**src/hdl/trail_pkg.sv**
```systemverilog
// light cycle game types
// widths, trail codes, directions, game state and bus structs
`default_nettype none

package trail_pkg;

	// grid coordinate, wraps past zero on purpose
	typedef logic [7:0] coord_t;
	// frame buffer word address
	typedef logic [19:0] fb_addr_t;
	// trail code stored per word
	typedef logic [2:0] cell_code_t;

	localparam cell_code_t CODE_EMPTY   = 3'd0;
	localparam cell_code_t CODE_B_HORIZ = 3'd1;
	localparam cell_code_t CODE_B_VERT  = 3'd2;
	localparam cell_code_t CODE_R_HORIZ = 3'd3;
	localparam cell_code_t CODE_R_VERT  = 3'd4;
	localparam cell_code_t CODE_CORNER  = 3'd5;

	// opposite directions differ only in bit 0
	typedef enum logic [1:0] {DIR_DOWN, DIR_UP, DIR_RIGHT, DIR_LEFT} dir_t;

	typedef struct packed {
		coord_t x;
		coord_t y;
		dir_t   dir;
		logic   turned;
	} head_t;

	typedef struct packed {
		fb_addr_t   addr;
		cell_code_t code;
	} fb_wr_t;

	typedef enum logic [1:0] {ST_IDLE, ST_CLEAR, ST_PLAY, ST_OVER} game_state_t;

	typedef enum logic [1:0] {RES_NONE, RES_BLUE_WINS, RES_RED_WINS, RES_DRAW} result_t;

endpackage

`default_nettype wire
```
**src/hdl/light_cycle_top.sv**
```systemverilog
// light cycle trail and collision subsystem
// frame timer, game FSM, mover, trail writer and shadow RAM
`timescale 1ns/100ps
`default_nettype none

module light_cycle_top
	import trail_pkg::*;
#(
	parameter int GRID_N     = 16,
	parameter int FRAME_CLKS = 64
) (
	input  logic        Clk,
	input  logic        rst_n,
	input  logic        start,
	input  logic        turn_blue,
	input  logic        turn_red,
	input  dir_t        turn_blue_dir,
	input  dir_t        turn_red_dir,
	output logic        fb_we,
	output fb_wr_t      fb_wr,
	output game_state_t game_state,
	output result_t     result
);

	logic       play, frame_tick, moved, clear_req;
	logic       clear_done, step_done, crash_blue, crash_red;
	head_t      blue_head, red_head;
	fb_addr_t   rd_addr;
	cell_code_t rd_code;

	assign play = (game_state == ST_PLAY);

	frame_timer #(.FRAME_CLKS(FRAME_CLKS)) u_timer (
		.Clk(Clk), .rst_n(rst_n), .play(play), .frame_tick(frame_tick)
	);

	game_fsm u_fsm (
		.Clk(Clk), .rst_n(rst_n), .start(start),
		.clear_done(clear_done), .step_done(step_done),
		.crash_blue(crash_blue), .crash_red(crash_red),
		.clear_req(clear_req), .game_state(game_state), .result(result)
	);

	cycle_mover #(.GRID_N(GRID_N)) u_mover (
		.Clk(Clk), .rst_n(rst_n), .clear_req(clear_req), .frame_tick(frame_tick),
		.turn_blue(turn_blue), .turn_red(turn_red),
		.turn_blue_dir(turn_blue_dir), .turn_red_dir(turn_red_dir),
		.blue_head(blue_head), .red_head(red_head), .moved(moved)
	);

	// writes go to the shadow RAM and out to the frame buffer
	trail_writer #(.GRID_N(GRID_N)) u_writer (
		.Clk(Clk), .rst_n(rst_n), .clear_req(clear_req), .moved(moved),
		.blue_head(blue_head), .red_head(red_head), .rd_code(rd_code),
		.rd_addr(rd_addr), .fb_we(fb_we), .fb_wr(fb_wr),
		.clear_done(clear_done), .step_done(step_done),
		.crash_blue(crash_blue), .crash_red(crash_red)
	);

	trail_ram #(.GRID_N(GRID_N)) u_ram (
		.Clk(Clk), .we(fb_we), .wr(fb_wr), .rd_addr(rd_addr), .rd_code(rd_code)
	);

endmodule

`default_nettype wire

```
**src/hdl/trail_ram.sv**
```systemverilog
// shadow trail RAM
// same words as the frame buffer, one write port and one registered read port
`timescale 1ns/100ps
`default_nettype none

module trail_ram
	import trail_pkg::*;
#(
	parameter int GRID_N = 16
) (
	input  logic       Clk,
	input  logic       we,
	input  fb_wr_t     wr,
	input  fb_addr_t   rd_addr,
	output cell_code_t rd_code
);

	localparam int WORDS = 4 * GRID_N * GRID_N;
	localparam int AW = $clog2(WORDS);

	cell_code_t mem [WORDS];

	always_ff @(posedge Clk)
	begin
		if (we && (wr.addr < fb_addr_t'(WORDS)))
			mem[wr.addr[AW-1:0]] <= wr.code;
		// off-board reads return empty, the writer flags those itself
		if (rd_addr < fb_addr_t'(WORDS))
			rd_code <= mem[rd_addr[AW-1:0]];
		else
			rd_code <= CODE_EMPTY;
	end

endmodule

`default_nettype wire

```
**src/hdl/trail_writer.sv**
```systemverilog
// trail writer
// board clear sweep, crash lookup and the 2x2 trail writes per step
`timescale 1ns/100ps
`default_nettype none

module trail_writer
	import trail_pkg::*;
#(
	parameter int GRID_N = 16
) (
	input  logic       Clk,
	input  logic       rst_n,
	input  logic       clear_req,
	input  logic       moved,
	input  head_t      blue_head,
	input  head_t      red_head,
	input  cell_code_t rd_code,
	output fb_addr_t   rd_addr,
	output logic       fb_we,
	output fb_wr_t     fb_wr,
	output logic       clear_done,
	output logic       step_done,
	output logic       crash_blue,
	output logic       crash_red
);

	localparam int FB_W = 2 * GRID_N;
	localparam int WORDS = 4 * GRID_N * GRID_N;

	logic       clr_active;
	fb_addr_t   clr_addr;
	logic       step_active;
	logic [3:0] step_cnt;
	cell_code_t blue_code;
	fb_addr_t   blue_a, red_a, base_a, word_a;
	head_t      wr_head;
	logic [1:0] word_idx;
	logic       is_red, oob_blue, oob_red, same_cell, hit_blue, hit_red;

	function automatic fb_addr_t top_left(head_t h);
		return fb_addr_t'(h.y) * fb_addr_t'(2 * FB_W) + fb_addr_t'(h.x) * fb_addr_t'(2);
	endfunction

	function automatic cell_code_t trail_code(head_t h, logic red);
		logic horiz;
		horiz = (h.dir == DIR_RIGHT) || (h.dir == DIR_LEFT);
		if (h.turned)
			return CODE_CORNER;
		if (red)
			return horiz ? CODE_R_HORIZ : CODE_R_VERT;
		return horiz ? CODE_B_HORIZ : CODE_B_VERT;
	endfunction

	assign blue_a = top_left(blue_head);
	assign red_a  = top_left(red_head);

	// cycle 0 reads blue, cycle 1 reads red
	assign rd_addr = (step_cnt == 4'd1) ? red_a : blue_a;

	// crash check, red's word arrives in cycle 2
	assign oob_blue  = (blue_head.x >= coord_t'(GRID_N)) || (blue_head.y >= coord_t'(GRID_N));
	assign oob_red   = (red_head.x >= coord_t'(GRID_N)) || (red_head.y >= coord_t'(GRID_N));
	assign same_cell = (blue_head.x == red_head.x) && (blue_head.y == red_head.y);
	assign hit_blue  = oob_blue || (blue_code != CODE_EMPTY) || same_cell;
	assign hit_red   = oob_red || (rd_code != CODE_EMPTY) || same_cell;

	// cycles 3..6 blue, 7..10 red
	assign is_red   = (step_cnt >= 4'd7);
	assign wr_head  = is_red ? red_head : blue_head;
	assign base_a   = is_red ? red_a : blue_a;
	// (cnt - 3) mod 4
	assign word_idx = step_cnt[1:0] + 2'd1;

	// order a, a+FB_W, a+1, a+FB_W+1
	always_comb
	begin
		case (word_idx)
			2'd0:    word_a = base_a;
			2'd1:    word_a = base_a + fb_addr_t'(FB_W);
			2'd2:    word_a = base_a + fb_addr_t'(1);
			default: word_a = base_a + fb_addr_t'(FB_W + 1);
		endcase
	end

	assign fb_we = clr_active || (step_active && (step_cnt >= 4'd3));
	assign fb_wr = clr_active ? '{addr: clr_addr, code: CODE_EMPTY}
		: '{addr: word_a, code: trail_code(wr_head, is_red)};

	always_ff @(posedge Clk)
	begin
		if (step_active && (step_cnt == 4'd1))
			blue_code <= rd_code;
	end

	always_ff @(posedge Clk)
	begin
		if (!rst_n)
		begin
			clr_active  <= 1'b0;
			clr_addr    <= '0;
			step_active <= 1'b0;
			step_cnt    <= '0;
			clear_done  <= 1'b0;
			step_done   <= 1'b0;
			crash_blue  <= 1'b0;
			crash_red   <= 1'b0;
		end
		else
		begin
			clear_done <= 1'b0;
			step_done  <= 1'b0;
			// clear sweep, one word per cycle
			if (clear_req)
			begin
				clr_active <= 1'b1;
				clr_addr   <= '0;
			end
			else if (clr_active)
			begin
				if (clr_addr == fb_addr_t'(WORDS - 1))
				begin
					clr_active <= 1'b0;
					clear_done <= 1'b1;
				end
				else
					clr_addr <= clr_addr + 1'b1;
			end
			// step sequencer
			if (clear_req)
				step_active <= 1'b0;
			else if (moved)
			begin
				step_active <= 1'b1;
				step_cnt    <= '0;
				crash_blue  <= 1'b0;
				crash_red   <= 1'b0;
			end
			else if (step_active)
			begin
				step_cnt <= step_cnt + 1'b1;
				if (step_cnt == 4'd2)
				begin
					crash_blue <= hit_blue;
					crash_red  <= hit_red;
					// crash ends the step before any write
					if (hit_blue || hit_red)
					begin
						step_active <= 1'b0;
						step_done   <= 1'b1;
					end
				end
				if (step_cnt == 4'd10)
				begin
					step_active <= 1'b0;
					step_done   <= 1'b1;
				end
			end
		end
	end

endmodule

`default_nettype wire

```
**src/hdl/cycle_mover.sv**
```systemverilog
// light cycle mover
// holds both heads, latches turn requests, steps one cell per frame tick
`timescale 1ns/100ps
`default_nettype none

module cycle_mover
	import trail_pkg::*;
#(
	parameter int GRID_N = 16
) (
	input  logic  Clk,
	input  logic  rst_n,
	input  logic  clear_req,
	input  logic  frame_tick,
	input  logic  turn_blue,
	input  logic  turn_red,
	input  dir_t  turn_blue_dir,
	input  dir_t  turn_red_dir,
	output head_t blue_head,
	output head_t red_head,
	output logic  moved
);

	localparam coord_t START_Y = coord_t'(GRID_N / 2);
	localparam head_t BLUE_START = '{x: coord_t'(2), y: START_Y, dir: DIR_RIGHT, turned: 1'b0};
	localparam head_t RED_START = '{x: coord_t'(GRID_N - 3), y: START_Y, dir: DIR_LEFT,
		turned: 1'b0};

	dir_t blue_pend;
	dir_t red_pend;

	// keep the request unless it reverses the reference direction
	function automatic dir_t next_pend(logic strobe, dir_t req, dir_t pend, dir_t ref_dir);
		if (strobe && (req != dir_t'(ref_dir ^ 2'b01)))
			return req;
		return pend;
	endfunction

	// one cell along d, turned marks a corner
	function automatic head_t step_head(head_t h, dir_t d);
		head_t n;
		n        = h;
		n.dir    = d;
		n.turned = (d != h.dir);
		case (d)
			DIR_DOWN:  n.y = h.y + coord_t'(1);
			DIR_UP:    n.y = h.y - coord_t'(1);
			DIR_RIGHT: n.x = h.x + coord_t'(1);
			default:   n.x = h.x - coord_t'(1);
		endcase
		return n;
	endfunction

	always_ff @(posedge Clk)
	begin
		if (!rst_n || clear_req)
		begin
			blue_head <= BLUE_START;
			red_head  <= RED_START;
			blue_pend <= DIR_RIGHT;
			red_pend  <= DIR_LEFT;
			moved     <= 1'b0;
		end
		else
		begin
			moved <= frame_tick;
			if (frame_tick)
			begin
				blue_head <= step_head(blue_head, blue_pend);
				red_head  <= step_head(red_head, red_pend);
			end
			// on a tick the pending dir is the one being committed
			blue_pend <= next_pend(turn_blue, turn_blue_dir, blue_pend,
				frame_tick ? blue_pend : blue_head.dir);
			red_pend  <= next_pend(turn_red, turn_red_dir, red_pend,
				frame_tick ? red_pend : red_head.dir);
		end
	end

endmodule

`default_nettype wire

```
**src/hdl/game_fsm.sv**
```systemverilog
// game state machine
// idle, clear, play and over, plus the winner from the crash flags
`timescale 1ns/100ps
`default_nettype none

module game_fsm
	import trail_pkg::*;
(
	input  logic        Clk,
	input  logic        rst_n,
	input  logic        start,
	input  logic        clear_done,
	input  logic        step_done,
	input  logic        crash_blue,
	input  logic        crash_red,
	output logic        clear_req,
	output game_state_t game_state,
	output result_t     result
);

	result_t outcome;

	// who wins when at least one head crashed
	always_comb
	begin
		case ({crash_blue, crash_red})
			2'b11:   outcome = RES_DRAW;
			2'b10:   outcome = RES_RED_WINS;
			default: outcome = RES_BLUE_WINS;
		endcase
	end

	always_ff @(posedge Clk)
	begin
		if (!rst_n)
		begin
			game_state <= ST_IDLE;
			result     <= RES_NONE;
			clear_req  <= 1'b0;
		end
		else
		begin
			clear_req <= 1'b0;
			case (game_state)
				ST_IDLE, ST_OVER:
					if (start)
					begin
						// new game, wipe board and old result
						game_state <= ST_CLEAR;
						result     <= RES_NONE;
						clear_req  <= 1'b1;
					end
				ST_CLEAR:
					if (clear_done)
						game_state <= ST_PLAY;
				ST_PLAY:
					// clean steps keep playing
					if (step_done && (crash_blue || crash_red))
					begin
						game_state <= ST_OVER;
						result     <= outcome;
					end
				default:
					game_state <= ST_IDLE;
			endcase
		end
	end

endmodule

`default_nettype wire

```
**src/hdl/frame_timer.sv**
```systemverilog
// frame timer
// one-cycle frame tick every FRAME_CLKS clocks while the game is in play
`timescale 1ns/100ps
`default_nettype none

module frame_timer #(
	parameter int FRAME_CLKS = 64
) (
	input  logic Clk,
	input  logic rst_n,
	input  logic play,
	output logic frame_tick
);

	localparam int CNT_W = $clog2(FRAME_CLKS);
	localparam logic [CNT_W-1:0] LOAD = CNT_W'(FRAME_CLKS - 1);

	logic [CNT_W-1:0] cnt;

	always_ff @(posedge Clk)
	begin
		if (!rst_n)
		begin
			cnt        <= LOAD;
			frame_tick <= 1'b0;
		end
		else
		begin
			frame_tick <= 1'b0;
			// held at reload outside play, first tick a full frame in
			if (!play)
				cnt <= LOAD;
			else if (cnt == '0)
			begin
				cnt        <= LOAD;
				frame_tick <= 1'b1;
			end
			else
				cnt <= cnt - 1'b1;
		end
	end

endmodule

`default_nettype wire

```
**config.mk**
```make
export PLATFORM = sky130hd
export DESIGN_NAME = light_cycle_top
export DESIGN_NICKNAME = d
export VERILOG_FILES = /design/src/hdl/trail_pkg.sv /design/src/hdl/light_cycle_top.sv /design/src/hdl/trail_ram.sv /design/src/hdl/trail_writer.sv /design/src/hdl/cycle_mover.sv /design/src/hdl/game_fsm.sv /design/src/hdl/frame_timer.sv
export SDC_FILE = /design/constraint.sdc
export NUM_CORES = 2
export LEC_CHECK = 0
export BUFFER_PORTS_ARGS = -buffer_cell sky130_fd_sc_hd__buf_2
export CAP_MARGIN = 25
export CORE_ASPECT_RATIO = 0.6
export CORE_MARGIN = 3
export CORE_UTILIZATION = 40
export CTS_BUF_LIST = sky130_fd_sc_hd__clkbuf_4 sky130_fd_sc_hd__clkbuf_8
export CTS_CLUSTER_SIZE = 30
export DETAILED_ROUTE_END_ITERATION = 8
export HOLD_SLACK_MARGIN = 0.06
export PLACE_DENSITY_LB_ADDON = 0.1
export SETUP_SLACK_MARGIN = 0.05
export SYNTH_ARGS = -nofsm -noshare
export SYNTH_HDL_FRONTEND = slang
export SYNTH_HIERARCHICAL = 1
export SYNTH_SLANG_ARGS = --single-unit
```
**constraint.sdc**
```tcl
create_clock -name Clk -period 69.8 [get_ports Clk]
set_clock_uncertainty 0.05 [all_clocks]
set_input_delay 6.98 -clock Clk [delete_from_list [all_inputs] [get_ports Clk]]
set_output_delay 6.98 -clock Clk [all_outputs]
set_load 0.02 [all_outputs]
```
# [Yosys cells after proc, flatten, opt, wreduce, memory -nomap -nowiden]
# Memories as Yosys holds them, arrays and structs flattened. A register that Yosys moved wholly into a read port is not among the register bits.
# Index checks and enable logic that the tools add are counted.
# W data, S select, Z words.
[totals] reg_bits=88 mem_bits_rw=3072 elab_cells=195 mem_count=1
[op_classes] addsub=17 n_lt_le_gt_ge=8 n_eq_ne=26 muxes=58 bitwise_logic=10 n_reduce_logical=50
[memory_table] memory="u_ram.mem" depth=1024 width=3 rd=1 rd_ports_with_merged_regs=1 write_ports=1 line="trail_ram.sv:21" rtl="cell_code_t mem [WORDS];"
[ops] cell="$pmux W8 S2" n=4
[ops] cell="$pmux W20 S3" n=1
[ops] cell="$add A20 B1 Y20 const B" n=2
[ops] cell="$add A20 B6 Y20 const B" n=2
[ops] cell="$lt A20 B11 Y1 const B" n=2
[ops] cell="$mux W20" n=2
[ops] cell="$add A8 B1 Y8 const B" n=4
[ops] cell="$ge A8 B5 Y1 const B" n=4
[ops] cell="$sub A8 B1 Y8 const B" n=4
[ops] cell="$add A14 B9 Y15" n=2
[ops] cell="$mux W1" n=29
[ops] cell="$mux W23" n=1
[ops] cell="$eq A20 B10 Y1 const B" n=1
[ops] cell="$mux W2" n=10
[ops] cell="$eq A2 B2 Y1 const B" n=9
[ops] cell="$mux W3" n=6
[ops] cell="$eq A8 B8 Y1" n=2
[ops] cell="$reduce_and A2 Y1" n=8
[ops] cell="$logic_or A1 B1 Y1" n=11
[ops] cell="$not A1 Y1" n=10
[ops] cell="$reduce_bool A2 Y1" n=5
[ops] cell="$reduce_and A3 Y1" n=3
[ops] cell="$eq A2 B1 Y1 const B" n=4
[ops] cell="$logic_not A2 Y1" n=4
[ops] cell="21 further kinds" n=39

# [Depth between registers and ports, before layout]
[logic_depth] word_depth=13 ltp_mapped=18 depth_no_buf=16

# [Modules after synthesis]
# Netlist, hierarchy kept.
[modules_own_cells] mod="trail_ram" n_inst=1 cells_each=6770 area_per_inst_um2=124375.5
[modules_own_cells] mod="trail_writer" n_inst=1 cells_each=405 area_per_inst_um2=3231.8
[modules_own_cells] mod="cycle_mover" n_inst=1 cells_each=301 area_per_inst_um2=2601.2
[modules_own_cells] mod="frame_timer" n_inst=1 cells_each=28 area_per_inst_um2=262.8
[modules_own_cells] mod="game_fsm" n_inst=1 cells_each=30 area_per_inst_um2=260.2
[modules_own_cells] mod="light_cycle_top" n_inst=1 cells_each=1 area_per_inst_um2=13.8

# [Worst setup path before layout]
# OpenSTA, ideal clock, no wires.
[synth_timing] kind="register to output" start="register u_writer.step_cnt[0]" end="output fb_wr[2] in the netlist's numbering" t_arrival_ns=28.623 t_required_ns=62.770 path_slack_ns=34.147 path_stages_with_launch=8 path_buffers=1 path_cell_list="dfxtp_1 > ha_1 > a21oi_4 > buf_4 > mux2i_1 > ha_1 > inv_1 > a21oi_1"
[synth_lines] item="start: declaration" line="trail_writer.sv:33" rtl="logic [3:0] step_cnt;"
[synth_lines] item="start signal: assignment" line="trail_writer.sv:140" rtl="step_cnt <= step_cnt + 1'b1;"
[synth_lines] item="end: declaration" line="light_cycle_top.sv:20" rtl="output fb_wr_t fb_wr,"

==> impl_results.md <==
* Status: finished with violations
* Failing checks: slew limit
* # H-tree levels at 5
* CTS Buf Count at 460
* Reg2reg start: u_writer/step_cnt[1]$_SDFFE_PN0P_
* Worst hold start: u_timer/cnt[0]$_SDFF_PP1_
* Buffer depth of the longest clock path at 4
* Most used flip-flop cell after synthesis: edfxtp_1
* Layout cells sized above 1 at between 15 and 20%
* F_max at 85.1 MHz
* CTS Hold Bufs at 0
* GRT Util Overall at 25.3%
* Largest net degree at the start of global routing at ~860
* Buf+Inv Stages, Crit Path at 2
* Routed wire length per instance at approximately 35 um
* Worst Setup End Kind: primary output
* Total routed wirelength at around 430000 um
* Vias in the first global route at slightly above 70000
* GPL Wtd Cong at around 0.85
* Unrepaired setup endpoints after global routing: false
* Pre-antenna DRT Iters at 5
* CTS tree: done
* Slowest CP cell: ha_1
* HP Class: reg2reg
* CP Cell Sequence: ha_1, a21oi_4, inv_2, nand2_1, nand2_1, ha_1, ha_1, nand3_1, xor2_1, a21oi_1, a22o_1, buf_2
* First-pass GRT wire length at around 600000 um
* Required time of the critical path at approximately 63 ns
* Hold path depth at 1
* Total grt overflow at 0
* Worst skew pair latency at 1.11 ns
* Post-Syn Instances at roughly 7500
* R2r worst-path depth at 18
* Number of synthesized flops with an enable pin at a little over 3000
* CP max FO at 16
* Antenna-violating nets left at 0
* Worst Max-Slew Pin Slew at ~6.7 ns
* Min Tclk post-route at about 12 ns
* # IOs at 37
* WS Path Type: reg2out
* Leak pwr at about 45 nW
* PortBufs at 36
* Final Hold Fails at 0
* Rel. slew slack at -349%
* Unique masters post-synth at 108
* Final Util at about 45%
* Power Dens Cells at between 20 and 30 nW/um^2
* CP top delay family: adder cells
* Finish-stage setup viols at 0
* Initial antenna violation count at 50
* Detail Placement HPWL at 248000 um
* Seq/Total Area, Yosys at 72.0%
* Most Frequent Cell on Critical Path: ha_1
* DRT iter0 DRCs at 11000
* Root Buffer: clkbuf_8
* Hold Path Sink: u_timer/cnt[0]$_SDFF_PP1_
* Setup repair bufs after CTS at 0
* Clk sinks at 3163
* Starting Density at between 40% and 50%
* Max_cap viols at 0
* Cell row count at approximately 160
* Chip width at around 740 um
* CP peak stage delay at ~0.64 ns
* FF+latch count, synth at between 3000 and 4000
* Die area at ~330000 um^2
* Core outline area at 323000 um^2
* Via count at 74600
* NumNets Final at roughly 7800
* Vias/cell at approximately 6.0
* Fill cells at 28200
* Die height at ~450 um
* Ys Warns at 6
* RR Endpoint: u_ram/rd_code[0]$_SDFF_PP0_
* Setup TNS at 0 ns
* Maximum vdd drop at between 0.015 and 0.02 mV
* Area delta synth->final at 10.1%
* Post-synthesis instance area at 131000 um^2
* Syn Area/Cell at 17.4 um^2
* Worst setup SP type: flip-flop
* Period utilisation layout at 16.8%
* PostCTS Resize Cnt at 0
* Share of flip-flops with an asynchronous set or reset at 0%
* Clk slew on worst S/H paths at 0.07 ns
* Most common cell after layout, fill and taps aside: edfxtp_1
* Critical path data arrival time at approximately 4.7 ns
* R2R Setup Slk at around 62 ns
* DRC errors left at 0
* Most frequent cells in the layout: 3075 x edfxtp_1, 1129 x nor2_1, 553 x mux2i_1
* Max-slew violation count at a little under 900
state kept, by name, indices dropped and copies added, names as in the netlist:
name,count
u_writer/blue_code,3
u_ram/mem,3072
u_mover/blue_head,19
u_writer/crash_red,1
u_writer/clr_addr,20
u_writer/clear_done,1
u_fsm/game_state,2
u_writer/clr_active,1
u_fsm/clear_req,1
u_timer/cnt,6
u_writer/step_active,1
u_mover/red_pend,2
u_mover/red_head,19
u_writer/crash_blue,1
u_writer/step_cnt,4
u_mover/blue_pend,2
u_timer/frame_tick,1
u_fsm/result,2
u_writer/step_done,1
u_ram/rd_code,3
u_mover/moved,1
synthesized netlist by cell type, drive strengths merged (18+ instances only):
cell    instances  area share [%]
o22ai          95            0.45
inv            22           0.063
a221oi         54            0.36
nor2b          21            0.11
xnor2          38            0.25
mux2i         555             4.3
o221ai        236             1.6
buf           310             1.9
a22oi          25            0.15
a21oi         141            0.56
edfxtp       3075              71
mux4          537             9.6
nand4          27            0.13
nor4           44            0.22
clkbuf        237            0.92
o21ai         102            0.39
nor3           56            0.21
and3           20           0.096
nor2         1135             3.3
nand3          43            0.17
dfxtp          88             1.3
or3            18           0.087
xor2           43            0.29
mux2           25            0.22
ha             32            0.31
nand2b         21            0.11
nand2         325            0.93
per-stage QoR:
| step | instances | cell area (um^2) | hold WS, ns | setup WS (ns) | total power, mW |
|---|---|---|---|---|---|
| after CTS | 12400 | 144000 | 0.380 | 58.03 | 3.75 |
| after global placement | 11600 | 135000 | 0.347 | 59.31 | 2.27 |
| final | 12400 | 144000 | 0.377 | 58.05 | 3.74 |
| after detailed placement | 11600 | 135000 | 0.364 | 59.28 | 2.27 |
| after global routing | 12400 | 144000 | 0.397 | 57.74 | 3.86 |
| after floorplan | 7540 | 131000 | 0.334 | 34.15 | 2.29 |
power by group:
group / leakage, nW / total [mW] / internal [mW] / switching [mW]
registers: 28.2 / 2.09 / 2.09 / 0.00202
clock network: 4.70 / 1.49 / 0.752 / 0.741
logic: 11.7 / 0.152 / 0.0500 / 0.102
layout make-up:
cell class                      count  area [um^2]  share of cell area (%)
Antenna cell                       14         35.0                  0.0243
Clock buffer                      586         7360                    5.11
Clock inverter                    247         1540                    1.07
Inverter                           23         98.8                  0.0687
Multi-Input combinational cell   3803        33400                    23.2
Sequential cell                  3163        94100                    65.4
Tap cell                         4319         5400                    3.76
Timing Repair Buffer              255         2000                    1.39
logic make-up (layout without fill, tap and decap cells):
family,Yosys count,in the layout,share of synthesized area (%)
XOR/XNOR,81,81,0.543
AND/OR/NAND/NOR,1786,1786,5.80
other,1,20,0.00287
AO/OA/AOI/OAI,777,777,4.30
adder cells (fa/ha/maj),36,36,0.367
flip-flops,3163,3163,72.0
buffers and inverters,574,1111,2.91
multiplexers,1117,1117,14.1
layer usage:
layer	GRT usage, %	up-vias	routed length, um
li1	-	30500	-
met1	39.5	39700	196000
met2	35.2	3878	180000
met3	6.95	523	46500
met4	5.42	8	8910
met5	0	-	55
how the worst max path moves through the flow:
stage / from / endpoint / cells after the start
6_report: u_writer/step_cnt[1]$_SDFFE_PN0P_ / fb_wr[12] / 12
5_1_grt: u_writer/step_cnt[1]$_SDFFE_PN0P_ / fb_wr[12] / 12
4_1_cts: u_writer/step_cnt[1]$_SDFFE_PN0P_ / fb_wr[12] / 12
3_5_place_dp: u_writer/step_cnt[0]$_SDFFE_PN0P_ / fb_wr[10] / 11
3_3_place_gp: u_writer/step_cnt[1]$_SDFFE_PN0P_ / fb_wr[12] / 12
2_1_floorplan: u_writer/step_cnt[0]$_SDFFE_PN0P_ / fb_wr[2] / 7
Power figures use the tool's default switching activity.
